**config.mk**
```make
export PLATFORM = sky130hd
export DESIGN_NAME = gpio_csr_slave_flat
export DESIGN_NICKNAME = d
export VERILOG_FILES = /design/src/soc_bus_pkg.sv /design/src/soc_map_pkg.sv /design/src/soc_bus_if.sv /design/src/gpio_csr_slave.sv /design/src/flat_wrapper.sv
export SDC_FILE = /design/constraint.sdc
export NUM_CORES = 1
export LEC_CHECK = 0
export BUFFER_PORTS_ARGS = -buffer_cell sky130_fd_sc_hd__buf_2
export CORE_ASPECT_RATIO = 1.2
export CORE_UTILIZATION = 35
export CTS_CLUSTER_SIZE = 14
export DETAILED_ROUTE_END_ITERATION = 12
export PLACE_DENSITY = 0.73
export SLEW_MARGIN = 40
export SYNTH_ARGS = -nofsm -noshare
export SYNTH_HDL_FRONTEND = slang
export SYNTH_SLANG_ARGS = --single-unit
```
**constraint.sdc**
```tcl
create_clock -name clk -period 1.5 [get_ports clk]
set_input_delay 0.45 -clock clk [delete_from_list [all_inputs] [get_ports clk]]
set_output_delay 0.45 -clock clk [all_outputs]
set_load 0.005 [all_outputs]
```
**src/soc_bus_pkg.sv**
```systemverilog
// bus package: widths and operation codes for the single-beat peripheral bus
`default_nettype none

package soc_bus_pkg;

  // full address as issued by the external master
  localparam int ADDR_W = 32;

  // one data word per beat
  localparam int DATA_W = 32;

  // offset inside a 4 KB region, all a slave ever sees
  localparam int OFFS_W = 12;

  // operation carried with every request strobe
  typedef enum logic {
    BUS_READ  = 1'b0,
    BUS_WRITE = 1'b1
  } bus_op_e;

endpackage

`default_nettype wire

```
**src/soc_map_pkg.sv**
```systemverilog
// address map package: region field, slave regions and register offsets
`default_nettype none

package soc_map_pkg;

  // region nibble at the top of the address
  localparam int REGION_MSB = 31;
  localparam int REGION_LSB = 28;

  // mapped regions, value is the region nibble itself
  typedef enum logic [3:0] {
    SLV_RAM    = 4'd1,
    SLV_BOOT   = 4'd12,
    SLV_GPIO   = 4'd13,
    SLV_MTIMER = 4'd15
  } slave_idx_e;

  // boot controller registers
  localparam logic [soc_bus_pkg::OFFS_W-1:0] BOOT_VEC_OFFS     = 12'h000;
  localparam logic [soc_bus_pkg::OFFS_W-1:0] BOOT_RESTART_OFFS = 12'h004;

  // gpio registers
  localparam logic [soc_bus_pkg::OFFS_W-1:0] GPIO_CSR_OFFS = 12'h000;
  localparam logic [soc_bus_pkg::OFFS_W-1:0] GPIO_IN_OFFS  = 12'h004;

  // machine timer registers
  localparam logic [soc_bus_pkg::OFFS_W-1:0] MTIME_OFFS    = 12'h000;
  localparam logic [soc_bus_pkg::OFFS_W-1:0] MTIMECMP_OFFS = 12'h004;

endpackage

`default_nettype wire

```
**src/soc_bus_if.sv**
```systemverilog
// single-beat request/response bus between the decoder and one slave
`timescale 1ns/1ps
`default_nettype none

interface soc_bus_if;

  // one-cycle request strobe
  logic                              req;
  soc_bus_pkg::bus_op_e              op;
  // offset inside the region, region bits already stripped
  logic [soc_bus_pkg::OFFS_W-1:0]    addr;
  logic [soc_bus_pkg::DATA_W-1:0]    wdata;

  // response, valid the cycle after req
  logic [soc_bus_pkg::DATA_W-1:0]    rdata;
  logic                              ack;

  // decoder side
  modport master (
    output req, op, addr, wdata,
    input  rdata, ack
  );

  // peripheral side
  modport slave (
    input  req, op, addr, wdata,
    output rdata, ack
  );

endinterface

`default_nettype wire

```
**src/gpio_csr_slave.sv**
```systemverilog
// gpio block: 8-bit control output register and synchronized input readback
`timescale 1ns/1ps
`default_nettype none

module gpio_csr_slave (
  input  wire logic       clk,
  input  wire logic       rst_i,
  soc_bus_if.slave        bus,
  input  wire logic [7:0] gpio_in_i,
  output logic      [7:0] csr_o
);

  logic [7:0] csr_q;
  // two-flop synchronizer for the async pins
  logic [7:0] in_meta_q;
  logic [7:0] in_sync_q;

  always_ff @(posedge clk) begin
    in_meta_q <= gpio_in_i;
    in_sync_q <= in_meta_q;
  end

  // control register, input offset is read only
  always_ff @(posedge clk) begin
    if (rst_i) begin
      csr_q   <= '0;
      bus.ack <= 1'b0;
    end else begin
      bus.ack <= bus.req;
      if (bus.req && (bus.op == soc_bus_pkg::BUS_WRITE) &&
          (bus.addr == soc_map_pkg::GPIO_CSR_OFFS)) begin
        csr_q <= bus.wdata[7:0];
      end
    end
  end

  // zero-extended readback
  always_ff @(posedge clk) begin
    if (bus.req && (bus.op == soc_bus_pkg::BUS_READ)) begin
      case (bus.addr)
        soc_map_pkg::GPIO_CSR_OFFS: bus.rdata <= {24'd0, csr_q};
        soc_map_pkg::GPIO_IN_OFFS:  bus.rdata <= {24'd0, in_sync_q};
        default:                    bus.rdata <= '0;
      endcase
    end
  end

  assign csr_o = csr_q;

endmodule

`default_nettype wire

```
**src/flat_wrapper.sv**
```systemverilog
// flat-port wrapper written by rule: the top's interface ports become plain ports
module gpio_csr_slave_flat 
  (clk, rst_i, gpio_in_i, csr_o, bus_req, bus_op, bus_addr, bus_wdata, bus_rdata, bus_ack);
  soc_bus_if bus_i ();
  input  wire logic clk;
  input  wire logic rst_i;
  input  wire logic [7:0] gpio_in_i;
  output logic      [7:0] csr_o;
  input wire logic [$bits(bus_i.req)-1:0] bus_req;
  input wire logic [$bits(bus_i.op)-1:0] bus_op;
  input wire logic [$bits(bus_i.addr)-1:0] bus_addr;
  input wire logic [$bits(bus_i.wdata)-1:0] bus_wdata;
  output wire logic [$bits(bus_i.rdata)-1:0] bus_rdata;
  output wire logic [$bits(bus_i.ack)-1:0] bus_ack;
  assign bus_i.req = bus_req;
  assign bus_i.op = bus_op;
  assign bus_i.addr = bus_addr;
  assign bus_i.wdata = bus_wdata;
  assign bus_rdata = bus_i.rdata;
  assign bus_ack = bus_i.ack;
  gpio_csr_slave u_core (.clk(clk), .rst_i(rst_i), .bus(bus_i), .gpio_in_i(gpio_in_i), .csr_o(csr_o));
endmodule
```
# [Word-level counts from Yosys, hierarchy flattened]
# Index checks and enable logic that the tools add are counted.
# Widths: inputs -> output; s select.
[totals] regBits=57 out_inout_bits=41
[classes] eq_ne=1 n_mux=1 bitwise=1 reduce_logical=4
[op_table] operator="$pmux 8 s2" count=1
[op_table] operator="$eq 12x3->1 const B" count=1
[op_table] operator="$logic_not 12->1" count=1
[op_table] operator="$logic_and 1x1->1" count=3
[op_table] operator="$not 1->1" count=1

# [Logic depth before layout (Yosys ltp)]
[logic_depth] ltp_word=2 mapped_depth=4 ltp_nobuf=3

# [Worst setup path before layout]
# OpenSTA, ideal clock, no wires.
[synth_path] kind="input-to-reg" start="input bus_addr[3]" end="register u_core.bus.rdata[0] (data pin)" arrival_time_ns=1.177 cell_stages=3 setup_time_ns=0.143 path_slack_ns=0.179 cell_sequence="nor3_1 > nand3_1 > nor2_1"
[synth_between] elab_chain_cells=2 elab_cells_between_ends=3 cone_classes="1 x eq/ne; 1 x mux; 1 x reduce/logical"
[synth_lines] item="start, declared" line="flat_wrapper.sv:11" rtl="input wire logic [$bits(bus_i.addr)-1:0] bus_addr;"
[synth_lines] item="$eq 12x3->1 / $logic_not 12->1 (equally long branches)" line="gpio_csr_slave.sv:40" rtl="case (bus.addr)"
[synth_lines] item="$pmux 8 s2 (*)" line="gpio_csr_slave.sv:40"
[synth_lines] item="end signal, assigned" line="gpio_csr_slave.sv:41" rtl="soc_map_pkg::GPIO_CSR_OFFS: bus.rdata <= {24'd0, csr_q};"
[synth_lines] item="end signal, assigned" line="gpio_csr_slave.sv:42" rtl="soc_map_pkg::GPIO_IN_OFFS: bus.rdata <= {24'd0, in_sync_q};"
[synth_lines] item="end, declared" line="soc_bus_if.sv:27" rtl="output rdata, ack"
# Mark *: on every way between the ends. The rest lies on a longest branch, timed or not.
# A chain may end at the register's enable or synchronous reset.

# [Worst setup path in the final report]
[layout_path] start="register u_core.bus.rdata[1]" end="output bus_rdata[1]"
[layout_lines] item="end, declared" line="flat_wrapper.sv:13" rtl="output wire logic [$bits(bus_i.rdata)-1:0] bus_rdata;"
# No word-level cell between the ends.

==> metrics.txt <==
status=finished, final reports clean; data required time of the critical path=1050 ps; vias in the first global route=744; antenna diode count=0; pin count of the biggest net entering global routing=18; most used cells in the layout excluding fill and tap cells=buf_2 (48), dfxtp_1 (25), conb_1 (24); dominant combinational cell family by area after synthesis=simple AND/OR/NAND/NOR gates; count of input and output buffers=48; number of buffers inserted to repair setup after CTS=0; final clock skew=5.24 ps; number of placed cells counting well taps=209; insertion delay of the later-clocked pin in the worst-skew pair=280 ps; # nets final=220; post-synthesis share of cell area spent on and, or, nand and nor gates=17.0%; max-capacitance violation count=0; Post-Synth Adder-Cell Area=0%; proportion of synthesized chip area in sequential cells=55.9%; Slew Viols, Final=0; total gr overflow=0; detail-routed net length per standard cell=10.4 um; CP Cell Sequence=buf_2; Via Count=845; starting DRC count in detailed routing=29; Crit Path Max Fanout=1; largest incremental delay on the critical path=390 ps; fraction of the cycle the final worst path needs=84.4%; number of hold buffers added after cts=0; all-layer global routing usage=11.8%; Fin. Hold Viols=0; floorplan die area=4040 sq um; gate count after technology mapping=108; DIE HEIGHT=69.4 um; category of the worst setup path capture point=primary output; most common cell after layout, fill and taps aside=buf_2; relative area change from synthesis to final layout=25.9%; Yosys warnings=0; number of routed nets with antenna violations=0; sort of element at the start of the critical path=flop; post-route core utilization=45.9%; number of vias per cell=3.89; class of the tightest hold or removal check=in -> reg; number of gates resized after cts=0; Detailed Route WL=2260 um; number of different library cells in the post-synthesis netlist=15; antenna violations before repair=0; fraction of final layout cells with drive strength greater than 1=37.6%; gpl congestion=0.733; number of enable flip-flop cells after synthesis=8; number of buffers created by CTS=5; Site Rows=24; worst-case vdd ir drop=0.566 mV; cell accounting for the most synthesized area=dfxtp_1; initial standard-cell utilization of the core=36.5%; standard cell core area=3630 sq um; f_max=790 MHz; clock-pin transition on the worst setup and hold timing paths=70 ps; leading register cell type out of synthesis=dfxtp_1; most area-consuming cells after synthesis=dfxtp_1 (38%), edfxtp_1 (18%), buf_4 (14%); fraction of synthesized cell area taken by the top area cell type=37.8%; startpoint-to-endpoint class of the critical path=reg -> out; Syn Std Cell Area=1330 sq um; xor and xnor area share after synthesis=0%; Buf/Inv on CP=1; non-filler cells, final=217; Tmin final=1270 ps; Post-synth ARST share=0%; HPWL Detailed=1710 um; number of optimization iterations in the first detailed-route pass=4; unrepaired setup endpoints after global routing=no; CTS tree=yes; H-tree depth=2; layout filler cell count=345; I/O pin cnt=97; buffer depth of the longest clock path=2; Arrival @ worst endpoint=820 ps; die extent in x=58.2 um; syn_area_per_cell=12.3 sq um; leakage power of the design=0.824 nW; hold slack final=266 ps; total power density per cell area=1150 nW/um^2; first-pass GRT wire length=3260 um; Synth Register Bits=33; final number of setup-violating endpoints=0; synthesized-area fraction occupied by ao, oa, aoi and oai cells=0%; CTS sink count=33; residual DRC count=0; master cell of the clock root buffer=clkbuf_8; multiplexer share of the synthesized area=12.1%; kind of cell adding the most delay to the critical path=flip-flops; Crit-path slowest cell=edfxtp_1
==> per-stage QoR <==
stage / power [mW] / worst slack [ps] / TNS, ps / area [sq um]
floorplan: 1.07 / 179 / 0 / 1410
global placement: 1.09 / 18.7 / 0 / 1550
detailed placement: 1.09 / -12.1 / -27.6 / 1550
finish: 1.91 / 235 / 0 / 1670
CTS: 1.94 / 208 / 0 / 1670
global route: 1.99 / 200 / 0 / 1670
==> sequential cells by signal, indices dropped and copies added (netlist names) <==
| signal | cells |
|---|---|
| u_core.bus.ack | 1 |
| u_core.bus.rdata | 8 |
| u_core.csr_o | 8 |
| u_core.in_meta_q | 8 |
| u_core.in_sync_q | 8 |
==> power by group <==
part	switching (mW)	internal (mW)	leakage (nW)	total, mW
logic	0.0613	0.0617	0.487	0.123
registers	0.00734	0.942	0.278	0.950
clock network	0.297	0.541	0.0585	0.838
==> cell families (layout without fill, tap and decap cells) <==
| logic type | Yosys count | after routing |
|---|---|---|
| flip-flops | 33 | 33 |
| AND/OR/NAND/NOR | 32 | 32 |
| other | 1 | 24 |
| multiplexers | 16 | 16 |
| buffers and inverters | 26 | 60 |
==> per-layer routing <==
layer | wire, um | vias to the layer above | global-route usage [%]
met5 | 0 | - | 0
met4 | 35 | 0 | 6.35
li1 | - | 417 | -
met2 | 1190 | 48 | 20.4
met3 | 191 | 6 | 5.97
met1 | 840 | 374 | 10.9
==> cell usage after synthesis, drive strengths merged, types with 2 or more instances <==
cell type and count:
nand2b 16, mux2i 16, nor2 8, dfxtp 25
nor2b 2, edfxtp 8, nor4 2, buf 25
==> final timing paths <==
check | slack (ps) | depth (start not counted) | end | startpoint
worst max-delay path | 230 | 1 | bus_rdata[1] | u_core.bus.rdata[1]$_DFFE_PP_
worst min register to register | 330 | 0 | u_core.in_sync_q[2]$_DFF_P_ | u_core.in_meta_q[2]$_DFF_P_
worst min-delay path | 270 | 1 | u_core.in_meta_q[5]$_DFF_P_ | gpio_in_i[5]
worst max register to register | 720 | 2 | u_core.bus.rdata[3]$_DFFE_PP_ | u_core.csr_o[3]$_SDFFE_PP0P_
==> layout make-up <==
cell class	instances	area, sq um	area share, %
timing repair buffer	52	270	16.2
clock inverter	1	30.0	1.80
multi-input combinational	72	475	28.5
clock buffer	7	86.3	5.18
sequential	33	741	44.4
tap	52	65.1	3.90
Note: power is estimated with default switching activity, not from simulation.
