### src/soc_bus_pkg.sv
// bus package: widths and operation codes for the single-beat peripheral bus
`default_nettype none

package soc_bus_pkg;

  // full address as issued by the external master
  localparam int ADDR_W = 32;

  // one data word per beat
  localparam int DATA_W = 32;

  // offset inside a 4 KB region, all a slave ever sees
  localparam int OFFS_W = 12;

  // operation carried with every request strobe
  typedef enum logic {
    BUS_READ  = 1'b0,
    BUS_WRITE = 1'b1
  } bus_op_e;

endpackage

`default_nettype wire

### src/soc_map_pkg.sv
// address map package: region field, slave regions and register offsets
`default_nettype none

package soc_map_pkg;

  // region nibble at the top of the address
  localparam int REGION_MSB = 31;
  localparam int REGION_LSB = 28;

  // mapped regions, value is the region nibble itself
  typedef enum logic [3:0] {
    SLV_RAM    = 4'd1,
    SLV_BOOT   = 4'd12,
    SLV_GPIO   = 4'd13,
    SLV_MTIMER = 4'd15
  } slave_idx_e;

  // boot controller registers
  localparam logic [soc_bus_pkg::OFFS_W-1:0] BOOT_VEC_OFFS     = 12'h000;
  localparam logic [soc_bus_pkg::OFFS_W-1:0] BOOT_RESTART_OFFS = 12'h004;

  // gpio registers
  localparam logic [soc_bus_pkg::OFFS_W-1:0] GPIO_CSR_OFFS = 12'h000;
  localparam logic [soc_bus_pkg::OFFS_W-1:0] GPIO_IN_OFFS  = 12'h004;

  // machine timer registers
  localparam logic [soc_bus_pkg::OFFS_W-1:0] MTIME_OFFS    = 12'h000;
  localparam logic [soc_bus_pkg::OFFS_W-1:0] MTIMECMP_OFFS = 12'h004;

endpackage

`default_nettype wire

### src/soc_bus_if.sv
// single-beat request/response bus between the decoder and one slave
`timescale 1ns/1ps
`default_nettype none

interface soc_bus_if;

  // one-cycle request strobe
  logic                              req;
  soc_bus_pkg::bus_op_e              op;
  // offset inside the region, region bits already stripped
  logic [soc_bus_pkg::OFFS_W-1:0]    addr;
  logic [soc_bus_pkg::DATA_W-1:0]    wdata;

  // response, valid the cycle after req
  logic [soc_bus_pkg::DATA_W-1:0]    rdata;
  logic                              ack;

  // decoder side
  modport master (
    output req, op, addr, wdata,
    input  rdata, ack
  );

  // peripheral side
  modport slave (
    input  req, op, addr, wdata,
    output rdata, ack
  );

endinterface

`default_nettype wire

### src/mtimer_slave.sv
// machine timer: free-running counter, compare register and level interrupt
`timescale 1ns/1ps
`default_nettype none

module mtimer_slave (
  input  wire logic clk,
  input  wire logic rst_i,
  soc_bus_if.slave  bus,
  output logic      mtimer_irq_o
);

  logic [soc_bus_pkg::DATA_W-1:0] mtime_q;
  logic [soc_bus_pkg::DATA_W-1:0] mtimecmp_q;
  logic                           irq_q;
  logic                           wr_mtime;
  logic                           wr_mtimecmp;

  assign wr_mtime    = bus.req && (bus.op == soc_bus_pkg::BUS_WRITE) &&
                       (bus.addr == soc_map_pkg::MTIME_OFFS);
  assign wr_mtimecmp = bus.req && (bus.op == soc_bus_pkg::BUS_WRITE) &&
                       (bus.addr == soc_map_pkg::MTIMECMP_OFFS);

  // counter, a write wins over the increment
  always_ff @(posedge clk) begin
    if (rst_i) begin
      mtime_q <= '0;
    end else if (wr_mtime) begin
      mtime_q <= bus.wdata;
    end else begin
      mtime_q <= mtime_q + 1'b1;
    end
  end

  // compare starts at max so no irq out of reset
  always_ff @(posedge clk) begin
    if (rst_i) begin
      mtimecmp_q <= '1;
    end else if (wr_mtimecmp) begin
      mtimecmp_q <= bus.wdata;
    end
  end

  // level irq, one cycle behind the compare
  // software clears it by moving mtimecmp above mtime
  always_ff @(posedge clk) begin
    if (rst_i) begin
      irq_q   <= 1'b0;
      bus.ack <= 1'b0;
    end else begin
      irq_q   <= (mtime_q >= mtimecmp_q);
      bus.ack <= bus.req;
    end
  end

  // readback, mtime as seen on the sampling edge
  always_ff @(posedge clk) begin
    if (bus.req && (bus.op == soc_bus_pkg::BUS_READ)) begin
      case (bus.addr)
        soc_map_pkg::MTIME_OFFS:    bus.rdata <= mtime_q;
        soc_map_pkg::MTIMECMP_OFFS: bus.rdata <= mtimecmp_q;
        default:                    bus.rdata <= '0;
      endcase
    end
  end

  assign mtimer_irq_o = irq_q;

endmodule

`default_nettype wire

### src/flat_wrapper.sv
// flat-port wrapper written by rule: the top's interface ports become plain ports
module mtimer_slave_flat 
  (clk, rst_i, mtimer_irq_o, bus_req, bus_op, bus_addr, bus_wdata, bus_rdata, bus_ack);
  soc_bus_if bus_i ();
  input  wire logic clk;
  input  wire logic rst_i;
  output logic mtimer_irq_o;
  input wire logic [$bits(bus_i.req)-1:0] bus_req;
  input wire logic [$bits(bus_i.op)-1:0] bus_op;
  input wire logic [$bits(bus_i.addr)-1:0] bus_addr;
  input wire logic [$bits(bus_i.wdata)-1:0] bus_wdata;
  output wire logic [$bits(bus_i.rdata)-1:0] bus_rdata;
  output wire logic [$bits(bus_i.ack)-1:0] bus_ack;
  assign bus_i.req = bus_req;
  assign bus_i.op = bus_op;
  assign bus_i.addr = bus_addr;
  assign bus_i.wdata = bus_wdata;
  assign bus_rdata = bus_i.rdata;
  assign bus_ack = bus_i.ack;
  mtimer_slave u_core (.clk(clk), .rst_i(rst_i), .bus(bus_i), .mtimer_irq_o(mtimer_irq_o));
endmodule
### config.mk
export PLATFORM = sky130hd
export DESIGN_NAME = mtimer_slave_flat
export DESIGN_NICKNAME = d
export VERILOG_FILES = /design/src/soc_bus_pkg.sv /design/src/soc_map_pkg.sv /design/src/soc_bus_if.sv /design/src/mtimer_slave.sv /design/src/flat_wrapper.sv
export SDC_FILE = /design/constraint.sdc
export NUM_CORES = 1
export LEC_CHECK = 0
export CAP_MARGIN = 25
export CORE_MARGIN = 1
export CORE_UTILIZATION = 55
export CTS_BUF_LIST = sky130_fd_sc_hd__clkbuf_4 sky130_fd_sc_hd__clkbuf_8
export CTS_CLUSTER_SIZE = 40
export DETAILED_ROUTE_END_ITERATION = 16
export DONT_BUFFER_PORTS = 1
export PLACE_DENSITY_LB_ADDON = 0.12
export SLEW_MARGIN = 10
export SYNTH_ARGS = -nofsm -noshare
export SYNTH_HDL_FRONTEND = slang
export SYNTH_SLANG_ARGS = --single-unit
export TNS_END_PERCENT = 5
### constraint.sdc
create_clock -name clk -period 2.5 [get_ports clk]
set_input_delay 0.5 -clock clk [delete_from_list [all_inputs] [get_ports clk]]
set_output_delay 0.5 -clock clk [all_outputs]
set_load 0.005 [all_outputs]
After elaboration in Yosys (flattened, before gate mapping)
Cells that the tools add are included.
{"block": "word_totals", "input_bits": 48, "out_inout_bits": 34, "ff_bits": 98, "elab_cells": 16}
{"block": "classes", "addsub": 1, "n_bitwise": 1, "n_mux": 2, "reduce_logical": 5, "n_eq_ne": 1, "magnitude_cmp": 1}
{"cell": "one-hot mux 32 bit (2 select lines)", "n": 1}
{"cell": "adder 32 x 1 -> 32 bit (second input constant)", "n": 1}
{"cell": ">= comparator 32 bit", "n": 1}
{"cell": "2-to-1 mux 32 bit", "n": 1}
{"cell": "equality test 12 x 3 -> 1 bit (second input constant)", "n": 1}
{"cell": "logical NOT 12 bit", "n": 1}
{"cell": "logical AND 1 bit", "n": 4}
{"cell": "inverter 1 bit", "n": 1}

Depth between registers and ports, before layout
{"block": "depth", "depth_word": 3, "ltp_mapped": 7, "mapped_depth_nobuf": 7}

Least setup slack after synthesis
No wires, ideal clock.
{"block": "synth_path", "kind": "input-to-reg", "start": "in bus_op", "end": "reg u_core.bus.rdata[0], enable pin", "required_ns": 2.075, "setup_time_ns": 0.425, "slack_ns": 0.122, "t_arrival_ns": 1.952, "path_stages": 1, "n_path_buf": 0, "path_cell_list": "nor2b_1"}
{"block": "synth_between", "elab_chain_len": 2}
{"element": "from (decl)", "line_no": "flat_wrapper.sv:9", "text": "input wire logic [$bits(bus_i.op)-1:0] bus_op;"}
{"element": "inverter 1 bit", "line_no": "mtimer_slave.sv:57", "text": "if (bus.req && (bus.op == soc_bus_pkg::BUS_READ)) begin"}
{"element": "logical AND 1 bit", "line_no": "mtimer_slave.sv:57"}
{"element": "to (signal assigned)", "line_no": "mtimer_slave.sv:59", "text": "soc_map_pkg::MTIME_OFFS: bus.rdata <= mtime_q;"}
{"element": "to (signal assigned)", "line_no": "mtimer_slave.sv:60", "text": "soc_map_pkg::MTIMECMP_OFFS: bus.rdata <= mtimecmp_q;"}
{"element": "to (decl)", "line_no": "soc_bus_if.sv:27", "text": "output rdata, ack"}
No other way between the ends.
A chain may end at the register's enable or synchronous reset.

Worst setup path after layout
{"block": "layout_path", "start": "reg u_core.mtime_q[0] (netlist bit)", "end": "reg u_core.mtime_q[22] (netlist bit)"}
{"block": "layout_between", "elab_chain_len": 2}
{"element": "from (decl)", "line_no": "mtimer_slave.sv:12", "text": "logic [soc_bus_pkg::DATA_W-1:0] mtime_q;"}
{"element": "from (signal assigned)", "line_no": "mtimer_slave.sv:28", "text": "mtime_q <= bus.wdata;"}
{"element": "from (signal assigned)", "line_no": "mtimer_slave.sv:30", "text": "mtime_q <= mtime_q + 1'b1;"}
{"element": "adder 32 x 1 -> 32 bit", "line_no": "mtimer_slave.sv:30"}
{"element": "2-to-1 mux 32 bit", "line_no": "mtimer_slave.sv:27", "text": "end else if (wr_mtime) begin"}
No other way between the ends.

==> metrics.md <==
| Metric | Value |
|---|---|
| Top cell type's share of synthesized area | `0.260` |
| Initial antenna violation count | `0` |
| Starting DRC count in detailed routing | `181` |
| PD cells | `515 mW/mm2` |
| Max transition margin | `0.421` |
| Vias in the first global route | `3887` |
| Non-Filler Instances | `647` |
| Detail-routed via count per cell | `6.13` |
| Sequential area share after synthesis | `0.449` |
| Util after Layout | `0.616` |
| FF+latch count, synth | `98` |
| Layout cells sized above 1 | `0.0742` |
| DP Cell Count | `631` |
| Synth area leader | `dfxtp_1` |
| Final worst-path cycle share | `0.894` |
| FF-to-FF Start | `u_core.mtime_q[0]$_SDFF_PP0_` |
| Worst hold path class | `input pin to flop` |
| WL per Instance | `17.7 um` |
| Final Hold Fails | `0` |
| Ys Warns | `0` |
| Cell Chain, Critical Path | `ha_1 -> inv_1 -> or4_4 -> nor4_1 -> xnor2_1 -> a211oi_1` |
| CTS max path bufs | `2` |
| Largest net degree at the start of global routing | `37` |
| Routed WL | `11400 um` |
| Drt drc | `5` |
| Fillcell total | `747` |
| Cell count after synthesis | `537` |
| Crit-path max cell delay | `640 ps` |
| Outcome | `complete, but fails checks` |
| Initial core utilization | `0.575` |
| Critical setup path kind | `flop to flop` |
| First-pass GRT wire length | `18900 um` |
| CP required | `2780 ps` |
| Die Width | `98.2 um` |
| Failing checks | `design-rule violations` |
| Final nets | `615` |
| Cell Area, Synth | `0.00509 mm2` |
| Root buffer cell | `clkbuf_8` |
| Worst endpoint data arrival time | `2510 ps` |
| Total CTS buffers | `9` |
| Placer congestion estimate | `0.856` |
| Post-CTS Setup Bufs | `0` |
| Antenna-violating nets left | `0` |
| Gates resized, CTS repair | `0` |
| Clock Pin Slew Worst Setup and Hold Paths | `100 ps` |
| Worst Hold Launch | `rst_i` |
| Peak supply drop | `0.294 mV` |
| Number of port buffers | `0` |
| All-Layer GR Usage | `0.248` |
| Clock Sinks | `98` |
| Worst setup path start | `u_core.mtime_q[0]$_SDFF_PP0_` |
| Max stage delay cell, worst path | `or4_4` |
| Post-synth top cells | `dfxtp_1 (66), nor2_1 (61), nand2_1 (52), inv_1 (36), mux2i_1 (35)` |
| Die area | `0.00964 mm2` |
| Latest clock arrival within the worst-skew pair | `360 ps` |
| Fin. max-slew vios | `0` |
| Distinct cells, synth | `44` |
| # rows | `34` |
| Post-CTS Hold Buffers | `0` |
| Post-layout min period | `2230 ps` |
| Crit path max fanout | `11` |
| Setup violations, final | `0` |
| Core area | `0.00885 mm2` |
| Worst setup SP type | `flop` |
| Post-synth EDFFs | `32` |
| FFs w/ async S/R, synth | `0` |
| Leak | `0.00238 uW` |
| Ports | `82` |
| Post-synth top flop | `dfxtp_1` |
| Number of max-cap violations | `0` |
| Synthesis-to-layout area growth | `7.06%` |
| Placed cell areas | `0.00525 mm2` |
| Slew of the pin with the lowest slew margin | `868 ps` |
| Syn Area/Cell | `9.47 um2` |
| CTS tree | `done` |
| Max H-tree Level | `3` |
| CP Capture Type | `flop` |
| Max Freq | `447 MHz` |
| Drt pass-1 iters | `11` |
| Routed via count | `3966` |
| Die Span Y | `98.2 um` |
| Final Skew | `14.4 ps` |
| Final Instance Area | `0.00545 mm2` |
| Post-DP HPWL | `7920 um` |
| RSZ-0062 raised after global routing | `false` |
| ANT cells | `0` |
| Total gr overflow | `0` |
| Mapped Nets | `618` |
| Dominant cells by area after synthesis | `dfxtp_1 (26%), edfxtp_1 (19%), ha_1 (8.1%)` |
| Most common cell in the netlist | `dfxtp_1` |
| Setup_tns | `0 ps` |
final cells by class:
type / count / area (um2) / share of cell area
clock inverters: 4 / 53.8 / 0.00988
multi-input cells: 374 / 2570 / 0.472
clock buffers: 12 / 146 / 0.0269
flip-flops and latches: 98 / 2280 / 0.419
well taps: 108 / 135 / 0.0248
inverters: 36 / 135 / 0.0248
repair buffers: 15 / 125 / 0.0230
stage by stage:
step	setup WS (ps)	hold WS (ps)	power, uW
2_1_floorplan	122	471	1790
3_5_place_dp	270	502	1790
5_1_grt	102	190	2890
4_1_cts	263	192	2820
3_3_place_gp	343	498	1790
6_report	265	210	2800
power by group:
group | internal [uW] | leakage (uW) | switching (uW)
Sequential | 1660 | 0.000839 | 14.9
Combinational | 38.2 | 0.00144 | 43.0
Clock | 499 | 0.0000971 | 548
path summary, 6_finish.rpt:
path	end	slack [ps]	cells past startpoint
min	u_core.bus.ack$_SDFF_PP0_	210	1
max	u_core.mtime_q[22]$_SDFF_PP0_	270	6
max reg2reg	u_core.mtime_q[22]$_SDFF_PP0_	270	6
min reg2reg	u_core.mtimecmp_q[28]$_SDFFE_PP1P_	520	2
registers in the layout (all words and copies together) (netlist names):
register,count
u_core.bus.ack,1
u_core.bus.rdata,32
u_core.mtime_q,32
u_core.mtimecmp_q,32
u_core.mtimer_irq_o,1
kinds of logic (layout without fill, tap and decap cells):
kind of cell               after synthesis  count (layout)  share of synthesized area
DFF                                     98              98                      0.449
AOI/OAI and AO/OA                       88              88                      0.123
muxes                                   35              35                     0.0689
adders and majority gates               33              33                     0.0812
and+or+nand+nor                        196             196                      0.191
buffers and inverters                   65              67                     0.0494
xor gates and xnor gates                22              22                     0.0379
layer usage:
layer | track usage | part of all wire | vias up
met5 | 0 | 0 | -
met2 | 0.406 | 0.45 | 122
li1 | - | - | 1943
met3 | 0.0387 | 0.061 | 16
met4 | 0.0896 | 0.015 | 0
met1 | 0.333 | 0.47 | 1885
cell usage in the layout (no fill, tap or decap), drive strengths merged, types with 5 or more instances in the layout:
master / instances
a211oi: 21
a21oi: 12
and3: 6
and4: 9
buf: 15
clkbuf: 12
dfxtp: 66
edfxtp: 32
ha: 33
inv: 36
mux2i: 35
nand2: 52
nand3: 21
nand4: 16
nor2: 61
nor3: 10
nor4: 7
o211ai: 31
o21ai: 9
or3: 5
xnor2: 9
xor2: 13
critical path: cells and delay by family (launching register included):
family                   cells  cell delay, ps
AND/OR/NAND/NOR              2            1000
flip-flops                   1             460
buffers and inverters        1              80
XOR/XNOR                     1             100
adder cells (fa/ha/maj)      1             300
AO/OA/AOI/OAI                1             230
Note: power is estimated with default switching activity, not from simulation.
