**src/soc_bus_pkg.sv**
```systemverilog
// bus package: widths and operation codes for the single-beat peripheral bus
`default_nettype none

package soc_bus_pkg;

  // full address as issued by the external master
  localparam int ADDR_W = 32;

  // one data word per beat
  localparam int DATA_W = 32;

  // offset inside a 4 KB region, all a slave ever sees
  localparam int OFFS_W = 12;

  // operation carried with every request strobe
  typedef enum logic {
    BUS_READ  = 1'b0,
    BUS_WRITE = 1'b1
  } bus_op_e;

endpackage

`default_nettype wire

```
**src/soc_map_pkg.sv**
```systemverilog
// address map package: region field, slave regions and register offsets
`default_nettype none

package soc_map_pkg;

  // region nibble at the top of the address
  localparam int REGION_MSB = 31;
  localparam int REGION_LSB = 28;

  // mapped regions, value is the region nibble itself
  typedef enum logic [3:0] {
    SLV_RAM    = 4'd1,
    SLV_BOOT   = 4'd12,
    SLV_GPIO   = 4'd13,
    SLV_MTIMER = 4'd15
  } slave_idx_e;

  // boot controller registers
  localparam logic [soc_bus_pkg::OFFS_W-1:0] BOOT_VEC_OFFS     = 12'h000;
  localparam logic [soc_bus_pkg::OFFS_W-1:0] BOOT_RESTART_OFFS = 12'h004;

  // gpio registers
  localparam logic [soc_bus_pkg::OFFS_W-1:0] GPIO_CSR_OFFS = 12'h000;
  localparam logic [soc_bus_pkg::OFFS_W-1:0] GPIO_IN_OFFS  = 12'h004;

  // machine timer registers
  localparam logic [soc_bus_pkg::OFFS_W-1:0] MTIME_OFFS    = 12'h000;
  localparam logic [soc_bus_pkg::OFFS_W-1:0] MTIMECMP_OFFS = 12'h004;

endpackage

`default_nettype wire

```
**src/soc_bus_if.sv**
```systemverilog
// single-beat request/response bus between the decoder and one slave
`timescale 1ns/1ps
`default_nettype none

interface soc_bus_if;

  // one-cycle request strobe
  logic                              req;
  soc_bus_pkg::bus_op_e              op;
  // offset inside the region, region bits already stripped
  logic [soc_bus_pkg::OFFS_W-1:0]    addr;
  logic [soc_bus_pkg::DATA_W-1:0]    wdata;

  // response, valid the cycle after req
  logic [soc_bus_pkg::DATA_W-1:0]    rdata;
  logic                              ack;

  // decoder side
  modport master (
    output req, op, addr, wdata,
    input  rdata, ack
  );

  // peripheral side
  modport slave (
    input  req, op, addr, wdata,
    output rdata, ack
  );

endinterface

`default_nettype wire

```
**src/boot_ctrl_slave.sv**
```systemverilog
// boot controller: core start address register and timed core restart pulse
`timescale 1ns/1ps
`default_nettype none

module boot_ctrl_slave #(
  parameter logic [soc_bus_pkg::ADDR_W-1:0] DEFAULT_BOOT_ADDR = 32'h1000_0000,
  parameter int                             RST_CYCLES        = 4
) (
  input  wire logic                           clk,
  input  wire logic                           rst_i,
  soc_bus_if.slave                            bus,
  output logic      [soc_bus_pkg::ADDR_W-1:0] boot_addr_o,
  output logic                                cpu_rst_o
);

  localparam int CNT_W = $clog2(RST_CYCLES + 1);

  logic [soc_bus_pkg::ADDR_W-1:0] boot_vec_q;
  // cycles of core reset still to go
  logic [CNT_W-1:0]               rst_cnt_q;
  logic                           restart_busy;
  logic                           wr_en;

  assign wr_en        = bus.req && (bus.op == soc_bus_pkg::BUS_WRITE);
  assign restart_busy = (rst_cnt_q != '0);

  // control registers
  // reset also restarts the core, so the counter is loaded too
  always_ff @(posedge clk) begin
    if (rst_i) begin
      boot_vec_q <= DEFAULT_BOOT_ADDR;
      rst_cnt_q  <= CNT_W'(RST_CYCLES);
      bus.ack    <= 1'b0;
    end else begin
      bus.ack <= bus.req;
      if (wr_en && (bus.addr == soc_map_pkg::BOOT_VEC_OFFS)) begin
        boot_vec_q <= bus.wdata;
      end
      // any value written restarts, a new write reloads
      if (wr_en && (bus.addr == soc_map_pkg::BOOT_RESTART_OFFS)) begin
        rst_cnt_q <= CNT_W'(RST_CYCLES);
      end else if (restart_busy) begin
        rst_cnt_q <= rst_cnt_q - 1'b1;
      end
    end
  end

  // readback
  always_ff @(posedge clk) begin
    if (bus.req && (bus.op == soc_bus_pkg::BUS_READ)) begin
      case (bus.addr)
        soc_map_pkg::BOOT_VEC_OFFS:     bus.rdata <= boot_vec_q;
        soc_map_pkg::BOOT_RESTART_OFFS: bus.rdata <= {31'd0, restart_busy};
        default:                        bus.rdata <= '0;
      endcase
    end
  end

  assign boot_addr_o = boot_vec_q;
  // high from the cycle after the write, RST_CYCLES long
  assign cpu_rst_o   = restart_busy;

endmodule

`default_nettype wire

```
**src/flat_wrapper.sv**
```systemverilog
// flat-port wrapper written by rule: the top's interface ports become plain ports
module boot_ctrl_slave_flat 
#(
  parameter logic [soc_bus_pkg::ADDR_W-1:0] DEFAULT_BOOT_ADDR = 32'h1000_0000,
  parameter int                             RST_CYCLES        = 4
)
  (clk, rst_i, boot_addr_o, cpu_rst_o, bus_req, bus_op, bus_addr, bus_wdata, bus_rdata, bus_ack);
  soc_bus_if bus_i ();
  input  wire logic clk;
  input  wire logic rst_i;
  output logic      [soc_bus_pkg::ADDR_W-1:0] boot_addr_o;
  output logic cpu_rst_o;
  input wire logic [$bits(bus_i.req)-1:0] bus_req;
  input wire logic [$bits(bus_i.op)-1:0] bus_op;
  input wire logic [$bits(bus_i.addr)-1:0] bus_addr;
  input wire logic [$bits(bus_i.wdata)-1:0] bus_wdata;
  output wire logic [$bits(bus_i.rdata)-1:0] bus_rdata;
  output wire logic [$bits(bus_i.ack)-1:0] bus_ack;
  assign bus_i.req = bus_req;
  assign bus_i.op = bus_op;
  assign bus_i.addr = bus_addr;
  assign bus_i.wdata = bus_wdata;
  assign bus_rdata = bus_i.rdata;
  assign bus_ack = bus_i.ack;
  boot_ctrl_slave #(.DEFAULT_BOOT_ADDR(DEFAULT_BOOT_ADDR), .RST_CYCLES(RST_CYCLES)) u_core (.clk(clk), .rst_i(rst_i), .bus(bus_i), .boot_addr_o(boot_addr_o), .cpu_rst_o(cpu_rst_o));
endmodule
```
**config.mk**
```make
export PLATFORM = sky130hd
export DESIGN_NAME = boot_ctrl_slave_flat
export DESIGN_NICKNAME = d
export VERILOG_FILES = /design/src/soc_bus_pkg.sv /design/src/soc_map_pkg.sv /design/src/soc_bus_if.sv /design/src/boot_ctrl_slave.sv /design/src/flat_wrapper.sv
export SDC_FILE = /design/constraint.sdc
export NUM_CORES = 1
export LEC_CHECK = 0
export ABC_AREA = 1
export BUFFER_PORTS_ARGS = -buffer_cell sky130_fd_sc_hd__buf_4
export CORE_ASPECT_RATIO = 0.9
export CORE_MARGIN = 4
export CORE_UTILIZATION = 49
export DETAILED_ROUTE_END_ITERATION = 8
export PLACE_DENSITY = 0.89
export SYNTH_ARGS = -nofsm -noshare
export SYNTH_HDL_FRONTEND = slang
export SYNTH_SLANG_ARGS = --single-unit
export TNS_END_PERCENT = 10
```
**constraint.sdc**
```tcl
create_clock -name clk -period 2.45 [get_ports clk]
set_input_delay 0.3675 -clock clk [delete_from_list [all_inputs] [get_ports clk]]
set_output_delay 0.3675 -clock clk [all_outputs]
set_load 0.05 [all_outputs]
```
Word-level counts from Yosys, hierarchy flattened:

Index checks and enable logic that the tools add are counted.
W data, S select, Z words.

* $add $sub $neg: 1
* equality and inequality tests: 1
* muxes and demuxes: 1
* bitwise gates (word level): 1
* reduce and logical (&&, ||, !) cells: 7

Operator list (number)
* $pmux W32 S2: 1
* $eq A12 B3 Y1 const B: 1
* $logic_not A12 Y1: 1
* $logic_and A1 B1 Y1: 4
* $reduce_bool A3 Y1: 1
* $sub A3 B1 Y3 const B: 1
* $reduce_or A2 Y1: 1
* $not A1 Y1: 1

* bits in registers: 68
* bits of input ports: 48

Depth between registers and ports, before layout:

* depth after elaboration: 3
* depth in mapped cells: 8
* gate-level depth less buffers: 8

Worst setup path after synthesis:

No wires, ideal clock.

* path type: input -> register
* start point: in bus_req
* end point: reg u_core.bus.rdata[0] (enable)
* arrival time: 1.770 ns
* required time: 2.028 ns
* path slack: 0.258 ns
* stages on the path: 2
* path through: inv_1 -> nor2_1

* cells in the longest elaborated chain, start to end: 1

RTL lines
* from (decl): RTL line flat_wrapper.sv:13 `input wire logic [$bits(bus_i.req)-1:0] bus_req;`
* $logic_and A1 B1 Y1: RTL line boot_ctrl_slave.sv:50 `if (bus.req && (bus.op == soc_bus_pkg::BUS_READ)) begin`
* to (signal assigned): RTL line boot_ctrl_slave.sv:52 `soc_map_pkg::BOOT_VEC_OFFS: bus.rdata <= boot_vec_q;`
* to (signal assigned): RTL line boot_ctrl_slave.sv:53 `soc_map_pkg::BOOT_RESTART_OFFS: bus.rdata <= {31'd0, restart_busy};`
* to (decl): RTL line soc_bus_if.sv:27 `output rdata, ack`

Every way passes these cells.
A chain may end at the register's enable or synchronous reset.

Worst setup path in the final report:

* start point: reg u_core.rst_cnt_q[0]
* end point: out cpu_rst_o

* cells in the longest elaborated chain, start to end: 1

RTL lines
* from (decl): RTL line boot_ctrl_slave.sv:20 `logic [CNT_W-1:0] rst_cnt_q;`
* from (signal assigned): RTL line boot_ctrl_slave.sv:32 `rst_cnt_q <= CNT_W'(RST_CYCLES);`
* from (signal assigned): RTL line boot_ctrl_slave.sv:41 `rst_cnt_q <= CNT_W'(RST_CYCLES);`
* from (signal assigned): RTL line boot_ctrl_slave.sv:43 `rst_cnt_q <= rst_cnt_q - 1'b1;`
* $reduce_bool A3 Y1: RTL line boot_ctrl_slave.sv:25 `assign restart_busy = (rst_cnt_q != '0);`
* to (decl): RTL line flat_wrapper.sv:12 `output logic cpu_rst_o;`

Every way passes these cells.

==> impl_metrics.json <==
{
  "ant_nets": 0,
  "final-hold-violation-count": 0,
  "critPathLaunch": "u_core.rst_cnt_q[0]",
  "route.detailed.drc": 0,
  "hold_slack_ns": 0.191,
  "relSlewSlack": 0.560,
  "grt_pass1_vias": 2599,
  "fin_worst_skew_ns": 0.00494,
  "cts_tree": "built",
  "final_area_sq_um": 4140,
  "synth_edf_count": 32,
  "grt_max_degree": 34,
  "initial_utilization": 0.518,
  "n_antenna_cell": 0,
  "yosys-top-cells-area": "edfxtp_1 (32%), dfxtp_1 (24%), inv_1 (13%), nand2_1 (8.9%), nor2_1 (8.9%)",
  "cp.required_ns": 2.08,
  "endpoint_kind": "primary output",
  "ys_top_cells_by_count": "inv_1 (103), nand2_1 (71), nor2_1 (71)",
  "layoutNonFillerInstCount": 570,
  "cts_made_buffers": 9,
  "synth_seq_cells": 68,
  "ff2ff_setup_slack_ns": 1.05,
  "slowest_delay_ns": 0.32,
  "final_max_slew_viol_count": 0,
  "peakVddDrop_mv": 0.324,
  "synth.avg_cell_area_sq_um": 7.87,
  "outcome": "finished, final reports clean",
  "min_path_type": "in2reg",
  "drt-initial-drc-count": 123,
  "vias_per_cell": 4.76,
  "synth_area_leader_cell": "edfxtp_1",
  "grt_remaining_overflow": 0,
  "startpoint_type": "flop",
  "yosys_warnings": 0,
  "final-seq-area_sq_um": 1680,
  "grt_pass1_wl_um": 11700,
  "coreArea_sq_um": 5790,
  "synth_top_cell_area_share": 0.321,
  "cts_resized": 0,
  "die_y_um": 82.2,
  "hold_buffers": 0,
  "rows": 26,
  "place_congestion": 0.794,
  "cts_setup_buffers": 0,
  "cap_violations": 0,
  "worstReg2RegStart": "u_core.rst_cnt_q[0]",
  "clk_latency_ns": 0.34,
  "cts_htree_levels": 3,
  "slowest_stage": "dfxtp_1",
  "fill_cells": 440,
  "tightestPinTransition_ns": 0.660,
  "synthArstFlopShare": 0,
  "ys_dominant_reg_cell": "dfxtp_1",
  "fmax_mhz": 536,
  "synth_cell_types": 19,
  "multi_input_area_sq_um": 847,
  "nets": 545,
  "period_needed_ns": 1.87,
  "cts_sinks": 68,
  "setup_viol": 0,
  "yosysMostFrequentCell": "inv_1",
  "wl_per_cell_um": 12.7,
  "leakagePower_nw": 2.05,
  "hpwl_um": 5180,
  "crit_arrival_ns": 1.50,
  "final.setup.tns_ns": 0,
  "drive_gt1_frac": 0.280,
  "synth-seq-area-share": 0.561,
  "portBuffers": 113,
  "syn2layout_area_growth_pct": 38.0,
  "dieArea_sq_um": 7440,
  "dp_cells": 554,
  "cts_root_buf": "clkbuf_8",
  "synth_nets": 431,
  "synthCells": 381,
  "rsz0062_at_grt": "false",
  "hp-start": "rst_i",
  "placed_area_sq_um": 3920,
  "drt-pass1-iter-count": 4,
  "critical_path.cell_chain": "inv_1 > ha_1 > inv_1 > nor2_1 > inv_1 > buf_4",
  "grt_antenna_before_repair": 0,
  "criticalPathCategory": "reg2out",
  "powerDensity_nw_per_um2": 630,
  "clk_path_buf_depth": 2,
  "die_w_um": 90.5,
  "dr_total_vias": 2715,
  "period_share": 0.762,
  "drt-total-wl_um": 7220,
  "worstPathMaxFanout": 5,
  "io_pins": 114,
  "cpMostUsedCell": "inv_1",
  "grt_usage": 0.200,
  "netlist_area_sq_um": 3000,
  "clk_pin_slew_ns": 0.07
}
[placed cells by master, fill, tap and decap left out]
| master | netlist | routed |
|---|---|---|
| a21oi_1 | 1 | 1 |
| buf_4 | 0 | 121 |
| bufinv_16 | 0 | 2 |
| clkbuf_1 | 9 | 1 |
| clkbuf_8 | 0 | 9 |
| clkinv_1 | 2 | 3 |
| clkinvlp_4 | 0 | 2 |
| dfxtp_1 | 36 | 36 |
| edfxtp_1 | 32 | 32 |
| ha_1 | 2 | 2 |
| inv_1 | 103 | 103 |
| inv_2 | 1 | 1 |
| inv_6 | 0 | 1 |
| nand2_1 | 71 | 71 |
| nand3_1 | 4 | 4 |
| nand3_2 | 1 | 1 |
| nand4_1 | 32 | 32 |
| nor2_1 | 71 | 70 |
| nor2_2 | 1 | 1 |
| nor2_4 | 1 | 2 |
| nor3_1 | 1 | 1 |
| o21ai_0 | 3 | 3 |
| xor2_1 | 1 | 1 |
[sequential cells by signal (all words and copies together), names as in the netlist]
signal,flops
u_core.boot_addr_o,32
u_core.bus.ack,1
u_core.bus.rdata,32
u_core.rst_cnt_q,3
[worst paths after layout]
check	to	cells past startpoint
max	cpu_rst_o	6
max reg2reg	u_core.bus.rdata[0]	7
min reg2reg	u_core.boot_addr_o[28]	2
min	u_core.bus.ack	2
[cell type report]
| cell class | instances | share of cell area |
|---|---|---|
| Inverter | 106 | 0.0962 |
| Tap cell | 70 | 0.0212 |
| Timing Repair Buffer | 121 | 0.220 |
| Multi-Input combinational cell | 189 | 0.205 |
| Clock buffer | 10 | 0.0308 |
| Sequential cell | 68 | 0.406 |
| Clock inverter | 6 | 0.0212 |
[per-stage QoR]
stage / total power [W] / worst slack, ns / util
global placement: 0.00161 / 0.483 / 0.677
finish: 0.00261 / 0.583 / 0.715
global route: 0.00271 / 0.431 / 0.715
detailed placement: 0.00162 / 0.408 / 0.677
floorplan: 0.00149 / 0.258 / -
CTS: 0.00263 / 0.565 / 0.715
[cell families (layout without fill, tap and decap cells)]
family | count (synthesis) | in the layout | synth area share
simple gates | 182 | 182 | 0.262
compound gates | 4 | 4 | 0.00667
flops | 68 | 68 | 0.561
buf+inv | 124 | 243 | 0.159
fa+ha+maj | 2 | 2 | 0.00835
xor+xnor | 1 | 1 | 0.00292
[worst max-delay path: cells and delay by family, from the launching register on]
kind,cells,cell delay (ns)
DFF,1,0.32
and+or+nand+nor,1,0.28
adders and majority gates,1,0.14
buffers and inverters,4,0.42
[where the power goes]
group | switching (W) | internal (W)
registers | 0.0000200 | 0.00123
logic | 0.000218 | 0.000136
clock network | 0.000434 | 0.000573
total | 0.000673 | 0.00193
[routing by layer]
layer / routed length, um / share of wire / up-vias / GRT usage
li1: - / - / 1364 / -
met1: 2840 / 0.39 / 1231 / 0.218
met2: 3720 / 0.52 / 106 / 0.375
met3: 525 / 0.073 / 14 / 0.0516
met4: 130 / 0.018 / 0 / 0.0887
met5: 0 / 0 / - / 0
(Power assumes the default switching activity.)
